<file path="src/logic/video_timing_pkg.sv">
/*
 * Raster timing types and default 640x480 at 60 Hz timing values.
 * Coordinates are 10 bits, so a line or a frame total must stay below 1024.
 * Sync polarity is active low throughout the design.
 */
`default_nettype none

package video_timing_pkg;

    // Pixel column or line number
    typedef logic [9:0] coord_t;

    // Horizontal phases of one line, in raster order
    typedef enum logic [1:0] {
        ACTIVE,
        FRONT_PORCH,
        SYNC,
        BACK_PORCH
    } h_phase_t;

    // ======================================================================
    // Default 640x480 timing (25.175 MHz nominal pixel clock)
    // ======================================================================
    parameter int DEF_H_ACTIVE = 640;
    parameter int DEF_H_FP     = 16;
    parameter int DEF_H_SYNC   = 96;
    parameter int DEF_H_BP     = 48;

    parameter int DEF_V_ACTIVE = 480;
    parameter int DEF_V_FP     = 10;
    parameter int DEF_V_SYNC   = 2;
    parameter int DEF_V_BP     = 33;

endpackage

`default_nettype wire

</file>
<file path="src/logic/pixel_pkg.sv">
/*
 * Pixel formats, test pattern modes and colour conversion constants.
 * The HDMI word carries chroma in the upper byte and luma in the lower byte.
 * Conversion coefficients are BT.601 studio range, scaled by 256.
 */
`default_nettype none

package pixel_pkg;

    typedef struct packed {
        logic [4:0] r;
        logic [5:0] g;
        logic [4:0] b;
    } rgb565_t;

    typedef struct packed {
        logic [7:0] c;
        logic [7:0] y;
    } ycbcr_word_t;

    typedef enum logic [1:0] {
        PAT_GRADIENT,
        PAT_GRADIENT_RECT,
        PAT_BLACK
    } pattern_mode_t;

    // Pure red
    parameter rgb565_t RECT_COLOR = '{r: 5'd31, g: 6'd0, b: 5'd0};

    // Black in YCbCr, sent whenever de is low
    parameter ycbcr_word_t BLANK_WORD = '{c: 8'd128, y: 8'd16};

    // Centred 80x80 rectangle on a 640x480 screen
    parameter int DEF_RECT_X0 = 280;
    parameter int DEF_RECT_X1 = 359;
    parameter int DEF_RECT_Y0 = 200;
    parameter int DEF_RECT_Y1 = 279;

    // ======================================================================
    // RGB to YCbCr arithmetic
    // ======================================================================
    typedef logic signed [17:0] ycc_acc_t;

    parameter ycc_acc_t COEF_Y_R  = 18'sd66;
    parameter ycc_acc_t COEF_Y_G  = 18'sd129;
    parameter ycc_acc_t COEF_Y_B  = 18'sd25;
    parameter ycc_acc_t COEF_CB_R = -18'sd38;
    parameter ycc_acc_t COEF_CB_G = -18'sd74;
    parameter ycc_acc_t COEF_CB_B = 18'sd112;
    parameter ycc_acc_t COEF_CR_R = 18'sd112;
    parameter ycc_acc_t COEF_CR_G = -18'sd94;
    parameter ycc_acc_t COEF_CR_B = -18'sd18;
    parameter ycc_acc_t ROUND_BIAS = 18'sd128;

    parameter logic [7:0] Y_OFFSET = 8'd16;
    parameter logic [7:0] C_OFFSET = 8'd128;

endpackage

`default_nettype wire

</file>
<file path="src/logic/video_timing_gen.sv">
/*
 * Raster timing generator with registered sync, enable and coordinates.
 * Every porch and sync width must be at least one cycle.
 * Line and frame totals must fit the 10-bit coordinate type.
 * frame_start_o is a one-cycle strobe aligned with pixel (0,0).
 */
`default_nettype none

module video_timing_gen #(
    parameter int H_ACTIVE = video_timing_pkg::DEF_H_ACTIVE,
    parameter int H_FP     = video_timing_pkg::DEF_H_FP,
    parameter int H_SYNC   = video_timing_pkg::DEF_H_SYNC,
    parameter int H_BP     = video_timing_pkg::DEF_H_BP,
    parameter int V_ACTIVE = video_timing_pkg::DEF_V_ACTIVE,
    parameter int V_FP     = video_timing_pkg::DEF_V_FP,
    parameter int V_SYNC   = video_timing_pkg::DEF_V_SYNC,
    parameter int V_BP     = video_timing_pkg::DEF_V_BP
) (
    input  logic                     pixel_clk,
    input  logic                     rst_pixel_n,
    output video_timing_pkg::coord_t x_o,
    output video_timing_pkg::coord_t y_o,
    output logic                     de_o,
    output logic                     hsync_o,
    output logic                     vsync_o,
    output logic                     frame_start_o
);

    import video_timing_pkg::*;

    localparam int H_TOTAL      = H_ACTIVE + H_FP + H_SYNC + H_BP;
    localparam int V_TOTAL      = V_ACTIVE + V_FP + V_SYNC + V_BP;
    localparam int V_SYNC_START = V_ACTIVE + V_FP;
    localparam int V_SYNC_END   = V_SYNC_START + V_SYNC;

    h_phase_t h_phase;
    h_phase_t h_phase_next;
    coord_t   h_cnt;
    coord_t   v_cnt;
    logic     phase_end;
    logic     line_end;
    logic     in_vsync;

    // ======================================================================
    // Horizontal phase tracking
    // ======================================================================
    // Each phase ends on the last column that belongs to it
    always_comb begin
        case (h_phase)
            ACTIVE: begin
                phase_end    = (h_cnt == coord_t'(H_ACTIVE - 1));
                h_phase_next = FRONT_PORCH;
            end
            FRONT_PORCH: begin
                phase_end    = (h_cnt == coord_t'(H_ACTIVE + H_FP - 1));
                h_phase_next = SYNC;
            end
            SYNC: begin
                phase_end    = (h_cnt == coord_t'(H_ACTIVE + H_FP + H_SYNC - 1));
                h_phase_next = BACK_PORCH;
            end
            default: begin
                phase_end    = (h_cnt == coord_t'(H_TOTAL - 1));
                h_phase_next = ACTIVE;
            end
        endcase
    end

    assign line_end = (h_phase == BACK_PORCH) && phase_end;

    always_ff @(posedge pixel_clk or negedge rst_pixel_n) begin
        if (!rst_pixel_n) begin
            h_phase <= ACTIVE;
            h_cnt   <= '0;
            v_cnt   <= '0;
        end else begin
            if (phase_end) begin
                h_phase <= h_phase_next;
            end
            if (line_end) begin
                h_cnt <= '0;
                if (v_cnt == coord_t'(V_TOTAL - 1)) begin
                    v_cnt <= '0;
                end else begin
                    v_cnt <= v_cnt + 1'b1;
                end
            end else begin
                h_cnt <= h_cnt + 1'b1;
            end
        end
    end

    // ======================================================================
    // Registered decode
    // ======================================================================
    assign in_vsync = (v_cnt >= coord_t'(V_SYNC_START)) && (v_cnt < coord_t'(V_SYNC_END));

    always_ff @(posedge pixel_clk or negedge rst_pixel_n) begin
        if (!rst_pixel_n) begin
            x_o           <= '0;
            y_o           <= '0;
            de_o          <= 1'b0;
            hsync_o       <= 1'b1;
            vsync_o       <= 1'b1;
            frame_start_o <= 1'b0;
        end else begin
            x_o           <= h_cnt;
            y_o           <= v_cnt;
            de_o          <= (h_phase == ACTIVE) && (v_cnt < coord_t'(V_ACTIVE));
            hsync_o       <= (h_phase != SYNC);
            vsync_o       <= !in_vsync;
            frame_start_o <= (h_cnt == '0) && (v_cnt == '0);
        end
    end

endmodule

`default_nettype wire

</file>
<file path="src/logic/test_pattern_source.sv">
/*
 * Per-pixel gradient test pattern with an optional solid rectangle.
 * The mode is taken on the frame-start strobe, so it changes only
 * between frames. Output lags the inputs by one cycle.
 */
`default_nettype none

module test_pattern_source #(
    parameter int RECT_X0 = pixel_pkg::DEF_RECT_X0,
    parameter int RECT_X1 = pixel_pkg::DEF_RECT_X1,
    parameter int RECT_Y0 = pixel_pkg::DEF_RECT_Y0,
    parameter int RECT_Y1 = pixel_pkg::DEF_RECT_Y1
) (
    input  logic                     pixel_clk,
    input  logic                     rst_pixel_n,
    input  pixel_pkg::pattern_mode_t mode_i,
    input  video_timing_pkg::coord_t x_i,
    input  video_timing_pkg::coord_t y_i,
    input  logic                     de_i,
    input  logic                     hsync_i,
    input  logic                     vsync_i,
    input  logic                     frame_start_i,
    output pixel_pkg::rgb565_t       rgb_o,
    output logic                     de_o,
    output logic                     hsync_o,
    output logic                     vsync_o
);

    import pixel_pkg::*;
    import video_timing_pkg::*;

    pattern_mode_t mode_q;
    pattern_mode_t mode_cur;
    rgb565_t       pix;
    logic          in_rect;

    // The strobed pixel already sees the new mode
    assign mode_cur = frame_start_i ? mode_i : mode_q;

    assign in_rect = (x_i >= coord_t'(RECT_X0)) && (x_i <= coord_t'(RECT_X1)) &&
                     (y_i >= coord_t'(RECT_Y0)) && (y_i <= coord_t'(RECT_Y1));

    // ======================================================================
    // Pixel colour
    // ======================================================================
    always_comb begin
        // Red follows x, green follows y, blue is a 32-pixel checkerboard
        pix.r = x_i[9:5];
        pix.g = y_i[8:3];
        pix.b = (x_i[5] ^ y_i[5]) ? 5'd31 : 5'd0;

        if (!de_i) begin
            pix = '0;
        end else begin
            case (mode_cur)
                PAT_GRADIENT_RECT: begin
                    if (in_rect) begin
                        pix = RECT_COLOR;
                    end
                end
                PAT_BLACK: pix = '0;
                default: ;
            endcase
        end
    end

    always_ff @(posedge pixel_clk or negedge rst_pixel_n) begin
        if (!rst_pixel_n) begin
            mode_q  <= PAT_BLACK;
            de_o    <= 1'b0;
            hsync_o <= 1'b1;
            vsync_o <= 1'b1;
        end else begin
            if (frame_start_i) begin
                mode_q <= mode_i;
            end
            de_o    <= de_i;
            hsync_o <= hsync_i;
            vsync_o <= vsync_i;
        end
    end

    always_ff @(posedge pixel_clk) begin
        rgb_o <= pix;
    end

endmodule

`default_nettype wire

</file>
<file path="src/logic/rgb_to_ycbcr422.sv">
/*
 * RGB565 to YCbCr 4:2:2 conversion feeding the HDMI output registers.
 * Two cycles from input to output. Chroma restarts with Cb at the first
 * pixel of every active run; outside de the word is forced to black.
 */
`default_nettype none

module rgb_to_ycbcr422 (
    input  logic                   pixel_clk,
    input  logic                   rst_pixel_n,
    input  pixel_pkg::rgb565_t     rgb_i,
    input  logic                   de_i,
    input  logic                   hsync_i,
    input  logic                   vsync_i,
    output pixel_pkg::ycbcr_word_t hdmi_d_o,
    output logic                   hdmi_de_o,
    output logic                   hdmi_hsync_o,
    output logic                   hdmi_vsync_o
);

    import pixel_pkg::*;

    logic [7:0] r8;
    logic [7:0] g8;
    logic [7:0] b8;
    ycc_acc_t   r_s;
    ycc_acc_t   g_s;
    ycc_acc_t   b_s;

    ycc_acc_t   y_acc;
    ycc_acc_t   cb_acc;
    ycc_acc_t   cr_acc;
    logic       de_s1;
    logic       hsync_s1;
    logic       vsync_s1;

    ycc_acc_t   y_rnd;
    ycc_acc_t   cb_rnd;
    ycc_acc_t   cr_rnd;
    logic [7:0] y8;
    logic [7:0] cb8;
    logic [7:0] cr8;
    logic       chroma_sel;

    // ======================================================================
    // Stage 1: expand to 8 bits and weight
    // ======================================================================
    // Top bits are replicated so full scale maps to 255
    assign r8 = {rgb_i.r, rgb_i.r[4:2]};
    assign g8 = {rgb_i.g, rgb_i.g[5:4]};
    assign b8 = {rgb_i.b, rgb_i.b[4:2]};

    assign r_s = {10'd0, r8};
    assign g_s = {10'd0, g8};
    assign b_s = {10'd0, b8};

    always_ff @(posedge pixel_clk) begin
        y_acc  <= COEF_Y_R * r_s + COEF_Y_G * g_s + COEF_Y_B * b_s;
        cb_acc <= COEF_CB_R * r_s + COEF_CB_G * g_s + COEF_CB_B * b_s;
        cr_acc <= COEF_CR_R * r_s + COEF_CR_G * g_s + COEF_CR_B * b_s;
    end

    always_ff @(posedge pixel_clk or negedge rst_pixel_n) begin
        if (!rst_pixel_n) begin
            de_s1    <= 1'b0;
            hsync_s1 <= 1'b1;
            vsync_s1 <= 1'b1;
        end else begin
            de_s1    <= de_i;
            hsync_s1 <= hsync_i;
            vsync_s1 <= vsync_i;
        end
    end

    // ======================================================================
    // Stage 2: round, offset and select chroma
    // ======================================================================
    assign y_rnd  = (y_acc + ROUND_BIAS) >>> 8;
    assign cb_rnd = (cb_acc + ROUND_BIAS) >>> 8;
    assign cr_rnd = (cr_acc + ROUND_BIAS) >>> 8;

    // Chroma differences are signed, wrapping into the offset is intended
    assign y8  = Y_OFFSET + y_rnd[7:0];
    assign cb8 = C_OFFSET + cb_rnd[7:0];
    assign cr8 = C_OFFSET + cr_rnd[7:0];

    always_ff @(posedge pixel_clk or negedge rst_pixel_n) begin
        if (!rst_pixel_n) begin
            chroma_sel   <= 1'b0;
            hdmi_d_o     <= BLANK_WORD;
            hdmi_de_o    <= 1'b0;
            hdmi_hsync_o <= 1'b1;
            hdmi_vsync_o <= 1'b1;
        end else begin
            // Low selects Cb, so every run starts on Cb
            chroma_sel <= de_s1 ? ~chroma_sel : 1'b0;
            if (de_s1) begin
                hdmi_d_o <= '{c: (chroma_sel ? cr8 : cb8), y: y8};
            end else begin
                hdmi_d_o <= BLANK_WORD;
            end
            hdmi_de_o    <= de_s1;
            hdmi_hsync_o <= hsync_s1;
            hdmi_vsync_o <= vsync_s1;
        end
    end

endmodule

`default_nettype wire

</file>
<file path="src/logic/hdmi_video_top.sv">
/*
 * Pixel-clock video path: timing generator, test pattern, YCbCr output.
 * HDMI outputs trail the raster counters by three cycles.
 * pattern_mode_i takes effect at the next frame start.
 */
`default_nettype none

module hdmi_video_top #(
    parameter int H_ACTIVE = video_timing_pkg::DEF_H_ACTIVE,
    parameter int H_FP     = video_timing_pkg::DEF_H_FP,
    parameter int H_SYNC   = video_timing_pkg::DEF_H_SYNC,
    parameter int H_BP     = video_timing_pkg::DEF_H_BP,
    parameter int V_ACTIVE = video_timing_pkg::DEF_V_ACTIVE,
    parameter int V_FP     = video_timing_pkg::DEF_V_FP,
    parameter int V_SYNC   = video_timing_pkg::DEF_V_SYNC,
    parameter int V_BP     = video_timing_pkg::DEF_V_BP,
    parameter int RECT_X0  = pixel_pkg::DEF_RECT_X0,
    parameter int RECT_X1  = pixel_pkg::DEF_RECT_X1,
    parameter int RECT_Y0  = pixel_pkg::DEF_RECT_Y0,
    parameter int RECT_Y1  = pixel_pkg::DEF_RECT_Y1
) (
    input  logic                     pixel_clk,
    input  logic                     rst_pixel_n,
    input  pixel_pkg::pattern_mode_t pattern_mode_i,
    output pixel_pkg::ycbcr_word_t   hdmi_d_o,
    output logic                     hdmi_de_o,
    output logic                     hdmi_hsync_o,
    output logic                     hdmi_vsync_o
);

    import video_timing_pkg::*;
    import pixel_pkg::*;

    coord_t  tim_x;
    coord_t  tim_y;
    logic    tim_de;
    logic    tim_hsync;
    logic    tim_vsync;
    logic    tim_frame_start;

    rgb565_t pat_rgb;
    logic    pat_de;
    logic    pat_hsync;
    logic    pat_vsync;

    video_timing_gen #(
        .H_ACTIVE (H_ACTIVE),
        .H_FP     (H_FP),
        .H_SYNC   (H_SYNC),
        .H_BP     (H_BP),
        .V_ACTIVE (V_ACTIVE),
        .V_FP     (V_FP),
        .V_SYNC   (V_SYNC),
        .V_BP     (V_BP)
    ) video_timing_gen_inst (
        .pixel_clk     (pixel_clk),
        .rst_pixel_n   (rst_pixel_n),
        .x_o           (tim_x),
        .y_o           (tim_y),
        .de_o          (tim_de),
        .hsync_o       (tim_hsync),
        .vsync_o       (tim_vsync),
        .frame_start_o (tim_frame_start)
    );

    test_pattern_source #(
        .RECT_X0 (RECT_X0),
        .RECT_X1 (RECT_X1),
        .RECT_Y0 (RECT_Y0),
        .RECT_Y1 (RECT_Y1)
    ) test_pattern_source_inst (
        .pixel_clk     (pixel_clk),
        .rst_pixel_n   (rst_pixel_n),
        .mode_i        (pattern_mode_i),
        .x_i           (tim_x),
        .y_i           (tim_y),
        .de_i          (tim_de),
        .hsync_i       (tim_hsync),
        .vsync_i       (tim_vsync),
        .frame_start_i (tim_frame_start),
        .rgb_o         (pat_rgb),
        .de_o          (pat_de),
        .hsync_o       (pat_hsync),
        .vsync_o       (pat_vsync)
    );

    rgb_to_ycbcr422 rgb_to_ycbcr422_inst (
        .pixel_clk    (pixel_clk),
        .rst_pixel_n  (rst_pixel_n),
        .rgb_i        (pat_rgb),
        .de_i         (pat_de),
        .hsync_i      (pat_hsync),
        .vsync_i      (pat_vsync),
        .hdmi_d_o     (hdmi_d_o),
        .hdmi_de_o    (hdmi_de_o),
        .hdmi_hsync_o (hdmi_hsync_o),
        .hdmi_vsync_o (hdmi_vsync_o)
    );

endmodule

`default_nettype wire

</file>
<file path="config.mk">
export PLATFORM = sky130hd
export DESIGN_NAME = hdmi_video_top
export DESIGN_NICKNAME = d
export VERILOG_FILES = /design/src/logic/video_timing_pkg.sv /design/src/logic/pixel_pkg.sv /design/src/logic/video_timing_gen.sv /design/src/logic/test_pattern_source.sv /design/src/logic/rgb_to_ycbcr422.sv /design/src/logic/hdmi_video_top.sv
export SDC_FILE = /design/constraint.sdc
export NUM_CORES = 1
export LEC_CHECK = 0
export ABC_AREA = 1
export ABC_CLOCK_PERIOD_IN_PS = 6400
export BUFFER_PORTS_ARGS = -buffer_cell sky130_fd_sc_hd__buf_4
export CAP_MARGIN = 10
export CELL_PAD_IN_SITES_DETAIL_PLACEMENT = 1
export CELL_PAD_IN_SITES_GLOBAL_PLACEMENT = 1
export CORE_MARGIN = 5
export CORE_UTILIZATION = 35
export CTS_CLUSTER_SIZE = 24
export DETAILED_ROUTE_END_ITERATION = 12
export PLACE_DENSITY = 0.73
export SKIP_LAST_GASP = 1
export SLEW_MARGIN = 20
export SYNTH_ARGS = -nofsm -noshare
export SYNTH_HDL_FRONTEND = slang
export SYNTH_SLANG_ARGS = --single-unit
export TNS_END_PERCENT = 5
</file>
<file path="constraint.sdc">
create_clock -name pixel_clk -period 6.4 [get_ports pixel_clk]
set_input_delay 1.28 -clock pixel_clk [delete_from_list [all_inputs] [get_ports pixel_clk]]
set_output_delay 1.28 -clock pixel_clk [all_outputs]
set_load 0.01 [all_outputs]
</file>
### After elaboration in Yosys (flattened, before gate mapping)

Cells that the tools add are included.

* $add $sub $neg: 14
* multiply operators: 9
* $lt $le $gt $ge: 7
* equal/unequal tests: 11
* mux-type cells: 11
* bitwise logic cells: 2
* reduce and logical (&&, ||, !) cells: 11

Operators with widths (count)
* $add A16 B16 Y16: 4
* $eq A10 B10 Y1 const B: 5
* $add A16 B9 Y16 const B: 3
* $mux W16: 2
* $pmux W16 S2: 1
* $mul A7 B9 Y15 const A: 2
* $mul A3 B8 Y11 const A: 2
* $add A10 B1 Y10 const B: 2
* $ge A10 B9 Y1 const B: 2
* $le A10 B9 Y1 const B: 2
* $logic_not A10 Y1: 2
* $lt A10 B9 Y1 const B: 2
* $mux W10: 2
* $add A16 B14 Y16: 1
* $add A16 B15 Y16: 1
* $add A8 B8 Y8 const A: 2
* $mul A8 B8 Y16 const A: 1
* $mul A6 B9 Y15 const A: 1
* $mul A5 B9 Y14 const A: 1
* $mul A6 B8 Y14 const A: 1
* $mul A5 B8 Y13 const A: 1
* $ge A10 B8 Y1 const B: 1
* $add A5 B8 Y8 const A: 1
* $mux W8: 1
* 13 further kinds: 22

* register bits after elaboration: 138
* output and inout port bits: 19
* word-level logic and storage cells: 93

### Depth between registers and ports, before layout

* depth in word-level cells: 6
* depth in mapped cells: 26

### Cells and area by module

Synthesis repeated with hierarchy kept, for this count alone.

* cell total of the unflattened synthesis: 1580
* area total of the unflattened synthesis: 12942.4 sq um

Modules (own cells, without submodules)
* rgb_to_ycbcr422: times used 1, cells each 1256, area each 10157.2 sq um, seq. area each 1123.6 sq um
* video_timing_gen: times used 1, cells each 242, area each 2090.8 sq um, seq. area each 1153.6 sq um
* test_pattern_source: times used 1, cells each 82, area each 694.4 sq um, seq. area each 369.1 sq um

### Worst setup path before layout

OpenSTA, ideal clock, no wires.

* path kind: reg-to-reg
* from: reg test_pattern_source_inst.rgb_o[10] (netlist bit)
* to: reg rgb_to_ycbcr422_inst.cb_acc[15]
* setup time: 0.112 ns
* arrival: 5.109 ns
* required time: 6.288 ns
* setup slack: 1.179 ns
* stages on the path, launching flop included: 23
* clock period less this slack: 5.221 ns
* cell sequence: dfxtp_1 -> inv_1 -> ha_1 -> ha_1 -> xor2_1 -> fa_1 -> fa_1 -> inv_1 -> ha_1 -> nand2_1 -> o21ai_0 -> a21oi_1 -> xor2_1 -> fa_1 -> inv_1 -> ha_1 -> a21o_1 -> a31oi_1 -> nand3_1 -> nand2_1 -> nand2_1 -> nand3_1 -> nand2_1

* longest elaborated chain between the ends: 3

Ends and longest elaborated chain
* start, declared: line test_pattern_source.sv:23 `output pixel_pkg::rgb565_t rgb_o,`
* start signal, assigned: line test_pattern_source.sv:84 `rgb_o <= pix;`
* $mul A7 B9 Y15: line rgb_to_ycbcr422.sv:59 `cb_acc <= COEF_CB_R * r_s + COEF_CB_G * g_s + COEF_CB_B * b_s;`
* $add A16 B16 Y16 (2 in a row): line rgb_to_ycbcr422.sv:59
* end signal, assigned: line rgb_to_ycbcr422.sv:59
* end, declared: line rgb_to_ycbcr422.sv:31 `ycc_acc_t cb_acc;`

Every way passes these cells.
A chain may end at the register's enable or synchronous reset.

### Worst setup path after layout

Same ends and word-level chain as after synthesis.

==> flow_summary_export.csv <==
group,metric,value,unit
worst_setup_path,r2r_cells,23,
min_path,hp-class,"register to register",
min_path,hold_start,"video_timing_gen_inst.vsync_o$_DFF_PN1_",
die,rows,63,
sta,tightest_slew,0.804,ns
sta,setup_violations,0,
die,start_util,35.4,%
drt,dr.pass1.iters,4,
worst_setup_path,end_kind,"register",
final_layout,final_common_cell,"inv_1",
clock_tree,clkSlewWorstSetupHoldPaths,0.08,ns
sta,relSlewSlack,46.4,%
logic_synthesis,synth_area_per_cell,8.28,µm²
logic_synthesis,synthCells,1265,
grt,grt_use_total,16.0,%
place,portBuffers,22,
worst_setup_path,cpPeakStageDelay,0.55,ns
drt,drtIter0Drc,170,
drt,remaining_drc_errors,0,
clock_tree,clock_latency,0.36,ns
place,place_hpwl,22.0,mm
grt,antenna_found_initial,0,
clock_tree,cts_resized,0,
logic_synthesis,synth_edf_count,0,
sta,holdWs,0.359,ns
power_and_ir_drop,p_per_area,157,nW/µm²
drt,drt_wl_total,25.7,mm
grt,grt_max_degree,61,
final_layout,fin_area,11500,µm²
die,die_area,33500,µm²
status,status,"finished, final reports clean",
clock_tree,holdBufCountCts,0,
power_and_ir_drop,power,1.80,mW
sta,drv_slew,0,
sta,fin_crit,5.50,ns
grt,overflow,0,
logic_synthesis,synth_async_sr_flop_share,63.6,%
clock_tree,cts_buffer_depth,2,
place,gp_congestion,0.851,
min_path,min_to,"test_pattern_source_inst.vsync_o$_DFF_PN1_",
worst_setup_path,r2r_slack,0.90,ns
flow_run,drv_cap,0,
drt,wl_per_cell,15.1,µm
place,dpl-instance-area,11200,µm²
worst_setup_path,worstSetupStartpointType,"register",
power_and_ir_drop,leakage,6.30,nW
die,boundaryPins,23,
die,die-width,183,µm
power_and_ir_drop,ir_drop,0.110,mV
clock_tree,cts_tree,"built",
logic_synthesis,synth_nets,1526,
die,die_h,183,µm
drt,final_antenna_net_count,0,
grt,grt_pass1_wl,44.2,mm
logic_synthesis,ys_types,51,
worst_setup_path,cp_slowest_cell,"fa_1",
clock_tree,clock_sinks,107,
worst_setup_path,cp.arrival,5.77,ns
logic_synthesis,ys_seq_area_share,23.8,%
final_layout,diodes,0,
worst_setup_path,critical_path.top_delay_family,"adder cells",
worst_setup_path,cp_max_fo,6,
drt,viasPerCell,4.87,
final_layout,stdcell_count,1700,
sta,timing.final.crit_share,86.0,%
min_path,holdPathStages,0,
sta,finClkSkew,0.00979,ns
die,core_area,29600,µm²
clock_tree,cts-buffers-inserted,9,
place,placedCellCount,1684,
clock_tree,htreeDepth,3,
logic_synthesis,netlist_area,10500,µm²
worst_setup_path,r2r-end,"rgb_to_ycbcr422_inst.cb_acc[15]$_DFF_P_",
final_layout,layout-drive-gt1-share,6.11,%
sta,fin_setup_tns,0,ns
worst_setup_path,path_buf_inv,4,
final_layout,area_delta_synth_final,9.84,%
grt,grt_pass1_vias,9034,
worst_setup_path,r2r-start,"test_pattern_source_inst.rgb_o[10]$_SDFF_PN0_",
logic_synthesis,synth-main-ff-cell,"dfrtp_1",
drt,dr_total_vias,8274,
worst_setup_path,crit_chain,"buf_4 > inv_1 > ha_1 > ha_1 > xor2_1 > fa_1 > fa_1 > inv_1 > ha_1 > nand2_1 > o21ai_0 > a21oi_1 > xor2_1 > fa_1 > inv_1 > ha_1 > a21o_1 > a31oi_1 > nand3_1 > nand2_1 > nand2_1 > nand3_1 > nand2_1",
worst_setup_path,critPathKind,"register to register",
logic_synthesis,ys_ff_latch,107,
final_layout,nets,1566,
clock_tree,post-cts-setup-buffer-count,0,
sta,rsz0062_at_grt,"no",
worst_setup_path,required,6.67,ns
sta,hold_violations,0,
sta,timing.fmax,182,MHz
final_layout,final_cell_mix,"inv_1 (253), nand2_1 (204), ha_1 (198)",
clock_tree,cts_root_buf,"clkbuf_16",
logic_synthesis,ys_warn_count,0,
cells in the mapped netlist, drive strengths merged (11+ instances only):
cell type / n / area [µm²]
inv: 256 / 963
nand2: 206 / 783
ha: 198 / 2480
nor2: 103 / 417
a21oi: 68 / 344
nand3: 67 / 340
fa: 59 / 1180
dfrtp: 57 / 1430
xor2: 57 / 499
o21ai: 42 / 214
dfxtp: 39 / 781
xnor2: 20 / 175
nand4: 17 / 113
nor3: 14 / 75.1
dfstp: 11 / 289
routing by layer:
metal  up-vias  share of wire [%]  GRT usage (%)
met3        24                2.6           2.56
met1      4064                 45           19.8
met4         0                1.6           3.61
met5         -                  0              0
li1       4122                  -              -
met2        64                 51           29.3
cell families after synthesis:
logic type	share of synthesized area, %
and+or+nand+nor	17.5
buffers and inverters	9.39
adders and majority gates	34.9
AOI/OAI and AO/OA	7.83
DFF	23.8
xor gates and xnor gates	6.44
muxes	0.108
sequential cells by signal, summed over array words and instances, names as in the netlist, 2 cells and up:
register,cells
test_pattern_source_inst.rgb_o,12
rgb_to_ycbcr422_inst.y_acc,9
video_timing_gen_inst.h_phase,2
video_timing_gen_inst.y_o,7
test_pattern_source_inst.mode_q,2
rgb_to_ycbcr422_inst.cr_acc,9
rgb_to_ycbcr422_inst.cb_acc,9
video_timing_gen_inst.v_cnt,10
video_timing_gen_inst.h_cnt,10
video_timing_gen_inst.x_o,7
rgb_to_ycbcr422_inst.hdmi_d_o,16
worst reg2reg max path, cell delays in order (launching register included):
cell	delay, ns
dfxtp_1	0.32
buf_4	0.16
inv_1	0.24
ha_1	0.33
ha_1	0.33
xor2_1	0.20
fa_1	0.52
fa_1	0.55
inv_1	0.04
ha_1	0.36
nand2_1	0.12
o21ai_0	0.26
a21oi_1	0.09
xor2_1	0.17
fa_1	0.51
inv_1	0.04
ha_1	0.36
a21o_1	0.22
a31oi_1	0.14
nand3_1	0.15
nand2_1	0.10
nand2_1	0.07
nand3_1	0.09
nand2_1	0.05
worst max path at each step:
stage	start	end	depth (start not counted)
3_5_place_dp	test_pattern_source_inst.rgb_o[10]$_SDFF_PN0_	rgb_to_ycbcr422_inst.cb_acc[15]$_DFF_P_	23
4_1_cts	test_pattern_source_inst.rgb_o[10]$_SDFF_PN0_	rgb_to_ycbcr422_inst.cb_acc[15]$_DFF_P_	23
3_3_place_gp	test_pattern_source_inst.rgb_o[10]$_SDFF_PN0_	rgb_to_ycbcr422_inst.cb_acc[15]$_DFF_P_	25
2_1_floorplan	test_pattern_source_inst.rgb_o[10]$_SDFF_PN0_	rgb_to_ycbcr422_inst.cb_acc[15]$_DFF_P_	22
5_1_grt	test_pattern_source_inst.rgb_o[10]$_SDFF_PN0_	rgb_to_ycbcr422_inst.cb_acc[15]$_DFF_P_	25
6_report	test_pattern_source_inst.rgb_o[10]$_SDFF_PN0_	rgb_to_ycbcr422_inst.cb_acc[15]$_DFF_P_	23
stage by stage:
step	setup WS [ns]	util, %
2_1_floorplan	1.18	-
3_3_place_gp	1.10	37.8
3_5_place_dp	0.920	37.8
4_1_cts	0.889	38.9
5_1_grt	0.461	38.9
6_report	0.896	38.9
final cells by class:
class / instances / area (µm²)
clock buffers: 11 / 243
clock inverters: 5 / 80.1
fillers: 3594 / 18100
inverters: 256 / 963
multi-input cells: 899 / 6990
flip-flops and latches: 107 / 2500
well taps: 390 / 488
repair buffers: 32 / 240
power breakdown:
group | switching, mW | internal, mW | total (mW) | leakage (nW)
logic | 0.268 | 0.167 | 0.434 | 4.98
registers | 0.0378 | 0.731 | 0.769 | 1.16
clock network | 0.271 | 0.326 | 0.597 | 0.158
Power figures use the tool's default switching activity.
